--- src/source/muldiv_pkg.sv ---
/*
 * muldiv shared definitions
 * operand width, divider step count, opcodes and the
 * request, operand and result structs of the multiply-divide unit
 */
package muldiv_pkg;

   localparam int data_w    = 32;      // one machine word
   localparam int div_steps = data_w;  // one quotient bit per step

   // MIPS multiply-divide opcodes
   typedef enum logic [1:0] {
      OP_MULT  = 2'b00,
      OP_MULTU = 2'b01,
      OP_DIV   = 2'b10,
      OP_DIVU  = 2'b11
   } muldiv_op_e;

   // top-level request
   typedef struct packed {
      muldiv_op_e          op;
      logic [data_w-1:0]   a;
      logic [data_w-1:0]   b;
   } muldiv_req_t;

   // operands as seen by either arithmetic unit
   typedef struct packed {
      logic [data_w-1:0]   a;
      logic [data_w-1:0]   b;
      logic                is_signed;
   } operand_t;

   // product words, or remainder in hi and quotient in lo
   typedef struct packed {
      logic [data_w-1:0]   hi;
      logic [data_w-1:0]   lo;
   } hilo_t;

endpackage

--- src/source/mul_unit.sv ---
/*
 * pipelined multiplier
 * two-stage 33x33 signed multiply covering MULT and MULTU,
 * whole pipeline stalls while the result is not taken
 */
`timescale 1ns/100ps

module mul_unit (
   input  logic               aclk,
   input  logic               rst,
   input  logic               flush,
   input  logic               in_valid,
   output logic               in_ready,
   input  muldiv_pkg::operand_t in_data,
   output logic               out_valid,
   input  logic               out_ready,
   output muldiv_pkg::hilo_t  out_data
);
   import muldiv_pkg::*;

   logic                      advance;   // both stages move together
   logic                      s1_valid;
   logic                      s2_valid;
   logic signed [data_w:0]    a_ext;     // 33-bit extended operands
   logic signed [data_w:0]    b_ext;
   logic signed [2*data_w+1:0] prod;

   assign advance  = !s2_valid || out_ready;
   assign in_ready = advance;

   // valid bits
   always_ff @(posedge aclk or negedge rst) begin
      if (!rst) begin
         s1_valid <= 1'b0;
         s2_valid <= 1'b0;
      end else if (flush) begin
         s1_valid <= 1'b0;
         s2_valid <= 1'b0;
      end else if (advance) begin
         s1_valid <= in_valid;
         s2_valid <= s1_valid;
      end
   end

   // stage 1: sign or zero extension
   always_ff @(posedge aclk) begin
      if (advance && in_valid) begin
         a_ext <= {in_data.is_signed & in_data.a[data_w-1], in_data.a};
         b_ext <= {in_data.is_signed & in_data.b[data_w-1], in_data.b};
      end
   end

   // stage 2: the product itself
   always_ff @(posedge aclk) begin
      if (advance && s1_valid) begin
         prod <= a_ext * b_ext;
      end
   end

   assign out_valid   = s2_valid;
   assign out_data.hi = prod[2*data_w-1:data_w];  // top two bits are sign copies
   assign out_data.lo = prod[data_w-1:0];

endmodule

--- src/source/div_unit.sv ---
/*
 * iterative divider
 * radix-2 restoring division on operand magnitudes,
 * signs fixed up after the last step; quotient to lo, remainder to hi
 */
`timescale 1ns/100ps

module div_unit (
   input  logic               aclk,
   input  logic               rst,
   input  logic               flush,
   input  logic               in_valid,
   output logic               in_ready,
   input  muldiv_pkg::operand_t in_data,
   output logic               out_valid,
   input  logic               out_ready,
   output muldiv_pkg::hilo_t  out_data
);
   import muldiv_pkg::*;

   typedef enum logic [1:0] {
      div_idle = 2'b00,
      div_run  = 2'b01,
      div_fix  = 2'b10,
      div_done = 2'b11
   } div_state_e;

   div_state_e                      state;
   logic [$clog2(div_steps)-1:0]    step_cnt;
   logic                            last_step;

   logic [data_w-1:0]   quo;       // dividend shifts out, quotient shifts in
   logic [data_w-1:0]   rem;
   logic [data_w-1:0]   dvs;       // divisor magnitude
   logic                q_neg;
   logic                r_neg;

   logic [data_w-1:0]   a_mag;
   logic [data_w-1:0]   b_mag;
   logic [data_w:0]     rem_sh;    // partial remainder with next dividend bit
   logic [data_w+1:0]   diff;      // trial subtraction, msb is the borrow

   // operand magnitudes at the input
   always_comb begin
      a_mag = in_data.a;
      b_mag = in_data.b;
      if (in_data.is_signed && in_data.a[data_w-1]) begin
         a_mag = -in_data.a;
      end
      if (in_data.is_signed && in_data.b[data_w-1]) begin
         b_mag = -in_data.b;
      end
   end

   assign rem_sh    = {rem, quo[data_w-1]};
   assign diff      = {1'b0, rem_sh} - {2'b00, dvs};
   assign last_step = (step_cnt == ($bits(step_cnt))'(div_steps - 1));

   // FSM
   always_ff @(posedge aclk or negedge rst) begin
      if (!rst) begin
         state    <= div_idle;
         step_cnt <= '0;
      end else if (flush) begin
         state    <= div_idle;   // cancel whatever is running
         step_cnt <= '0;
      end else begin
         case (state)
            div_idle: begin
               if (in_valid) begin
                  state    <= div_run;
                  step_cnt <= '0;
               end
            end
            div_run: begin
               step_cnt <= step_cnt + 1'b1;
               if (last_step) begin
                  state <= div_fix;
               end
            end
            div_fix: begin
               state <= div_done;
            end
            div_done: begin
               if (out_ready) begin
                  state <= div_idle;
               end
            end
            default: state <= div_idle;
         endcase
      end
   end

   // datapath
   always_ff @(posedge aclk) begin
      case (state)
         div_idle: begin
            if (in_valid) begin
               quo   <= a_mag;
               dvs   <= b_mag;
               rem   <= '0;
               q_neg <= in_data.is_signed & (in_data.a[data_w-1] ^ in_data.b[data_w-1]);
               r_neg <= in_data.is_signed & in_data.a[data_w-1];  // remainder follows dividend
            end
         end
         div_run: begin
            if (!diff[data_w+1]) begin
               rem <= diff[data_w-1:0];         // subtract fits, quotient bit 1
               quo <= {quo[data_w-2:0], 1'b1};
            end else begin
               rem <= rem_sh[data_w-1:0];       // restore
               quo <= {quo[data_w-2:0], 1'b0};
            end
         end
         div_fix: begin
            if (q_neg) begin
               quo <= -quo;
            end
            if (r_neg) begin
               rem <= -rem;
            end
         end
         default: ;  // hold result in done
      endcase
   end

   assign in_ready    = (state == div_idle);
   assign out_valid   = (state == div_done);
   assign out_data.hi = rem;
   assign out_data.lo = quo;

endmodule

--- src/source/muldiv_seq.sv ---
/*
 * multiply-divide sequencer
 * decodes requests, issues them to one unit class at a time
 * and returns results in order through a response register
 */
`timescale 1ns/100ps

module muldiv_seq (
   input  logic                    aclk,
   input  logic                    rst,
   input  logic                    flush,
   input  logic                    req_valid,
   output logic                    req_ready,
   input  muldiv_pkg::muldiv_req_t req,
   output logic                    mul_in_valid,
   input  logic                    mul_in_ready,
   output muldiv_pkg::operand_t    mul_in,
   input  logic                    mul_out_valid,
   output logic                    mul_out_ready,
   input  muldiv_pkg::hilo_t       mul_out,
   output logic                    div_in_valid,
   input  logic                    div_in_ready,
   output muldiv_pkg::operand_t    div_in,
   input  logic                    div_out_valid,
   output logic                    div_out_ready,
   input  muldiv_pkg::hilo_t       div_out,
   output logic                    rsp_valid,
   input  logic                    rsp_ready,
   output muldiv_pkg::hilo_t       rsp
);
   import muldiv_pkg::*;

   logic          run_en;      // low until the first edge after reset
   logic [1:0]    inflight;    // issued and not yet delivered
   logic          fl_div;      // class of what is in flight
   logic          req_is_div;
   logic          class_ok;
   logic          issue_ok;
   operand_t      opnd;
   logic          rsp_take;
   logic          rsp_load;

   assign req_is_div     = (req.op == OP_DIV) || (req.op == OP_DIVU);
   assign opnd.a         = req.a;
   assign opnd.b         = req.b;
   assign opnd.is_signed = (req.op == OP_MULT) || (req.op == OP_DIV);

   // a divide needs an empty machine, multiplies may queue behind multiplies
   assign class_ok = req_is_div ? (inflight == 2'd0) : (inflight == 2'd0 || !fl_div);
   assign issue_ok = run_en && !flush && class_ok;

   assign mul_in       = opnd;
   assign div_in       = opnd;
   assign mul_in_valid = req_valid && issue_ok && !req_is_div;
   assign div_in_valid = req_valid && issue_ok && req_is_div;
   assign req_ready    = issue_ok && (req_is_div ? div_in_ready : mul_in_ready);

   assign rsp_take      = !rsp_valid || rsp_ready;
   assign mul_out_ready = rsp_take;
   assign div_out_ready = rsp_take;
   assign rsp_load      = (mul_out_valid || div_out_valid) && rsp_take;

   always_ff @(posedge aclk or negedge rst) begin
      if (!rst) begin
         run_en    <= 1'b0;
         inflight  <= 2'd0;
         fl_div    <= 1'b0;
         rsp_valid <= 1'b0;
      end else if (flush) begin
         run_en    <= 1'b1;
         inflight  <= 2'd0;
         rsp_valid <= 1'b0;   // withdraw a presented response too
      end else begin
         run_en    <= 1'b1;
         inflight  <= inflight + 2'(req_valid && req_ready) - 2'(rsp_valid && rsp_ready);
         rsp_valid <= rsp_load || !rsp_take;
         if (req_valid && req_ready) begin
            fl_div <= req_is_div;
         end
      end
   end

   // response payload, at most one unit valid at a time
   always_ff @(posedge aclk) begin
      if (rsp_load) begin
         rsp <= mul_out_valid ? mul_out : div_out;
      end
   end

endmodule

--- src/source/muldiv_top.sv ---
/*
 * multiply-divide unit top
 * sequencer with the pipelined multiplier and iterative divider
 */
`timescale 1ns/100ps

module muldiv_top (
   input  logic                    aclk,
   input  logic                    rst,
   input  logic                    flush,
   input  logic                    req_valid,
   output logic                    req_ready,
   input  muldiv_pkg::muldiv_req_t req,
   output logic                    rsp_valid,
   input  logic                    rsp_ready,
   output muldiv_pkg::hilo_t       rsp
);
   import muldiv_pkg::*;

   logic       mul_in_valid, mul_in_ready;
   operand_t   mul_in;
   logic       mul_out_valid, mul_out_ready;
   hilo_t      mul_out;
   logic       div_in_valid, div_in_ready;
   operand_t   div_in;
   logic       div_out_valid, div_out_ready;
   hilo_t      div_out;

   muldiv_seq u_seq (
      .aclk          (aclk),
      .rst           (rst),
      .flush         (flush),
      .req_valid     (req_valid),
      .req_ready     (req_ready),
      .req           (req),
      .mul_in_valid  (mul_in_valid),
      .mul_in_ready  (mul_in_ready),
      .mul_in        (mul_in),
      .mul_out_valid (mul_out_valid),
      .mul_out_ready (mul_out_ready),
      .mul_out       (mul_out),
      .div_in_valid  (div_in_valid),
      .div_in_ready  (div_in_ready),
      .div_in        (div_in),
      .div_out_valid (div_out_valid),
      .div_out_ready (div_out_ready),
      .div_out       (div_out),
      .rsp_valid     (rsp_valid),
      .rsp_ready     (rsp_ready),
      .rsp           (rsp)
   );

   mul_unit u_mul (
      .aclk      (aclk),
      .rst       (rst),
      .flush     (flush),
      .in_valid  (mul_in_valid),
      .in_ready  (mul_in_ready),
      .in_data   (mul_in),
      .out_valid (mul_out_valid),
      .out_ready (mul_out_ready),
      .out_data  (mul_out)
   );

   div_unit u_div (
      .aclk      (aclk),
      .rst       (rst),
      .flush     (flush),
      .in_valid  (div_in_valid),
      .in_ready  (div_in_ready),
      .in_data   (div_in),
      .out_valid (div_out_valid),
      .out_ready (div_out_ready),
      .out_data  (div_out)
   );

endmodule

--- config.mk ---
export PLATFORM = sky130hd
export DESIGN_NAME = muldiv_top
export DESIGN_NICKNAME = d
export VERILOG_FILES = /design/src/source/muldiv_pkg.sv /design/src/source/mul_unit.sv /design/src/source/div_unit.sv /design/src/source/muldiv_seq.sv /design/src/source/muldiv_top.sv
export SDC_FILE = /design/constraint.sdc
export NUM_CORES = 2
export LEC_CHECK = 0
export BUFFER_PORTS_ARGS = -buffer_cell sky130_fd_sc_hd__clkbuf_2
export CORE_UTILIZATION = 56
export CTS_CLUSTER_DIAMETER = 30
export DETAILED_ROUTE_END_ITERATION = 10
export PLACE_DENSITY = 0.73
export SETUP_SLACK_MARGIN = 0.2
export SYNTH_ARGS = -nofsm -noshare
export SYNTH_HDL_FRONTEND = slang
export SYNTH_SLANG_ARGS = --single-unit
--- constraint.sdc ---
create_clock -name aclk -period 9.4 [get_ports aclk]
set_input_delay 0.47 -clock aclk [delete_from_list [all_inputs] [get_ports aclk]]
set_output_delay 0.47 -clock aclk [all_outputs]
set_load 0.01 [all_outputs]
==> out/qor.csv <==
stage;metric;value;unit
synthesis;yosys_warnings;0;
clock_tree;cts_tree;done;
final_layout;drive_gt1_share;8.87;%
synthesis;yosysUniqueCellTypes;92;
job;cap_violations;0;
synthesis;synthTopCellsByCount;1,157 x inv_1, 1,126 x fa_1, 611 x nand2_1;
clock_tree;ctsRootBufferMaster;clkbuf_16;
synthesis;synth.avg_cell_area;9.96;um2
clock_tree;clkTransAtPathRegs;0.05;ns
clock_tree;clk_path_buf_depth;3;
drt;drt-total-wl;149000;um
setup_path;endpoint_kind;register;
sta;timing.final.crit_share;94.9;%
die;core_area;0.0953;mm2
sta;rsz0062_at_grt;true;
drt;ant_nets;0;
drt;vias;39200;
drt;drt_iter0_markers;3445;
clock_tree;cts-buffers-inserted;73;
synthesis;syn_area;0.0540;mm2
synthesis;synth_edf_count;292;
synthesis;yosys.area.top_type;fa_1;
place;gp_congestion;1.01;
drt;post_drt_wl_per_cell;21.8;um
synthesis;synth_fp_nets;6874;
final_layout;area_growth;9.43;%
global_routing;grt_max_degree;75;
sta;skew;0.0475;ns
synthesis;synthFlopType;edfxtp_1;
global_routing;grt_pass1_wl;238000;um
status;status;finished, final reports clean;
synthesis;synth-seq-cells;306;
synthesis;yosys.area.top_type_share;41.8;%
sta;hold_viol;0;
global_routing;grtUsageTotal;31.5;%
sta;drv_slew;0;
hold_path;hold_class;in2reg;
place;dp_hpwl;117000;um
global_routing;grt_pass1_vias;41900;
setup_path;crit_top_cell;fa_1;
synthesis;synth_area_leaders;fa_1 42%, edfxtp_1 16%, inv_1 8.0%;
synthesis;async_reset_ff_share;4.58;%
drt;firstDrtPassIters;6;
die;ios;137;
setup_path;cpMaxStageDelayCell;edfxtp_1;
setup_path;slowest_delay;0.74;ns
sta;relSlewSlack;24.1;%
sta;period_needed;8.92;ns
clock_tree;cts.sinks;306;
global_routing;antenna_found_initial;5;
setup_path;arrival;9.27;ns
die;die_y;313;um
die;rows;113;
final_layout;fin_nets;6965;
synthesis;syn-instance-count;5421;
place;port_buffers;136;
global_routing;grt.overflow.total;0;
synthesis;synth_most_common_cell;inv_1;
clock_tree;htreeDepth;3;
sta;fin_setup_tns;0;ns
setup_path;critical_path_class;reg2reg;
drt;viasPerCell;5.73;
setup_path;crit_path_start_kind;register;
die;die_width;313;um
drt;drc_errors;0;
synthesis;yosysSeqAreaShare;16.9;%
sta;tightest_slew;1.14;ns
sta;finalSetupViolCount;0;
die;initial_core_util;56.7;%
die;die_area;0.0977;mm2
setup_path;worstPathRequired;9.75;ns
setup_path;critPathMaxFanout;22;
clock_tree;clk_latency;0.61;ns
sta;fmax;112;MHz
## worst max-delay path, delay by kind of cell, from the launching register on
family                   cells  cell delay (ns)
flip-flops                   1             0.74
AND/OR/NAND/NOR              4             1.01
AO/OA/AOI/OAI                6             1.63
buffers and inverters        8             0.87
adder cells (fa/ha/maj)      9             4.27
XOR/XNOR                     1             0.08
## repair_timing
action | in CTS | in global routing
buffers inserted | 0 | 28
hold endpoints to repair | 14 | 0
hold buffers | 1 | 0
gates resized for setup | 0 | 3
endpoints found under the setup margin | 0 | 5
## routing by layer
metal  share of wire (%)  global-route usage [%]  up-vias
met5              0.0087                       0        -
met4                 5.1                    13.6        2
met3                 8.8                    5.22      439
met2                  48                    51.9     1932
met1                  38                    41.5    20100
li1                    -                       -    16700
## stage by stage
| stage | worst slack (ns) | area [um2] | hold WS (ns) | instances | utilization, % |
|---|---|---|---|---|---|
| 4_1_cts | 0.285 | 58700 | 0.0788 | 6808 | 61.6 |
| 3_5_place_dp | 0.308 | 56200 | 0.405 | 6673 | 58.9 |
| 2_1_floorplan | 1.53 | 54000 | 0.174 | 5421 | - |
| 5_1_grt | 0.189 | 59100 | 0.0930 | 6837 | 62.0 |
| 6_report | 0.477 | 59100 | 0.108 | 6840 | 62.0 |
| 3_3_place_gp | 0.335 | 56200 | 0.401 | 6673 | 58.9 |
## cells in the final DEF (no fill, tap or decap), types with 8 or more instances in the layout
| master | instances |
|---|---|
| o21a_1 | 24 |
| a21oi_1 | 118 |
| o21bai_1 | 12 |
| dfrtp_1 | 13 |
| nand2b_1 | 25 |
| fa_1 | 1126 |
| nor2b_1 | 44 |
| edfxtp_1 | 292 |
| clkbuf_1 | 9 |
| o31ai_1 | 9 |
| clkinv_1 | 8 |
| nor3_1 | 38 |
| a31oi_1 | 19 |
| clkbuf_16 | 73 |
| a221oi_1 | 11 |
| buf_4 | 124 |
| nor2_1 | 128 |
| nand3_1 | 24 |
| ha_1 | 256 |
| a21o_1 | 42 |
| nand2_1 | 611 |
| clkinvlp_4 | 11 |
| nor4_1 | 18 |
| a22oi_1 | 12 |
| xnor2_1 | 113 |
| mux2_2 | 56 |
| clkbuf_2 | 136 |
| xor2_1 | 93 |
| nand4_1 | 21 |
| or3_1 | 13 |
| o22ai_1 | 26 |
| and3_1 | 14 |
| bufinv_16 | 8 |
| nand3b_1 | 11 |
| o21ai_0 | 97 |
| buf_12 | 12 |
| and2_1 | 569 |
| mux2i_1 | 28 |
| a211oi_1 | 10 |
| inv_1 | 1156 |
## sequential cells by signal, indices dropped and copies added, names as in the netlist, 5 cells and up
register,flops
u_mul.prod,64
u_seq.rsp,64
u_mul.a_ext,33
u_mul.b_ext,33
u_div.dvs,32
u_div.quo,32
u_div.rem,32
u_div.step_cnt,5
## worst paths after layout
path	start	to	slack, ns	cells past startpoint
max in group asynchronous	rst	u_div.step_cnt[2]	8.78	2
worst max-delay path	u_mul.b_ext[13]	u_mul.prod[61]	0.48	28
worst max register to register	u_mul.b_ext[13]	u_mul.prod[61]	0.48	28
worst min register to register	u_div.step_cnt[4]	u_div.step_cnt[4]	0.49	2
min in group asynchronous	rst	u_mul.s1_valid	0.32	2
worst min-delay path	req[29]	u_mul.b_ext[29]	0.11	1
## area by class of cell
class | instances | area [um2]
Antenna cell | 4 | 10.0
Clock buffer | 83 | 1870
Clock inverter | 51 | 654
Fill cell | 7687 | 36200
Inverter | 1157 | 4340
Multi-Input combinational cell | 3696 | 39600
Sequential cell | 306 | 9120
Tap cell | 1265 | 1580
Timing Repair Buffer | 278 | 1930
## cells by family after synthesis
group	Yosys count	share of synthesized area, %
compound gates	463	5.72
xor+xnor	206	3.34
fa+ha+maj	1382	47.7
buf+inv	1419	9.90
flops	306	16.9
mux	84	1.69
other cells	1	0.00695
simple gates	1560	14.8
Power is left out: the tool's default activity adds up to more than one toggle a clock period on the data nets, which glitch-free logic cannot reach.
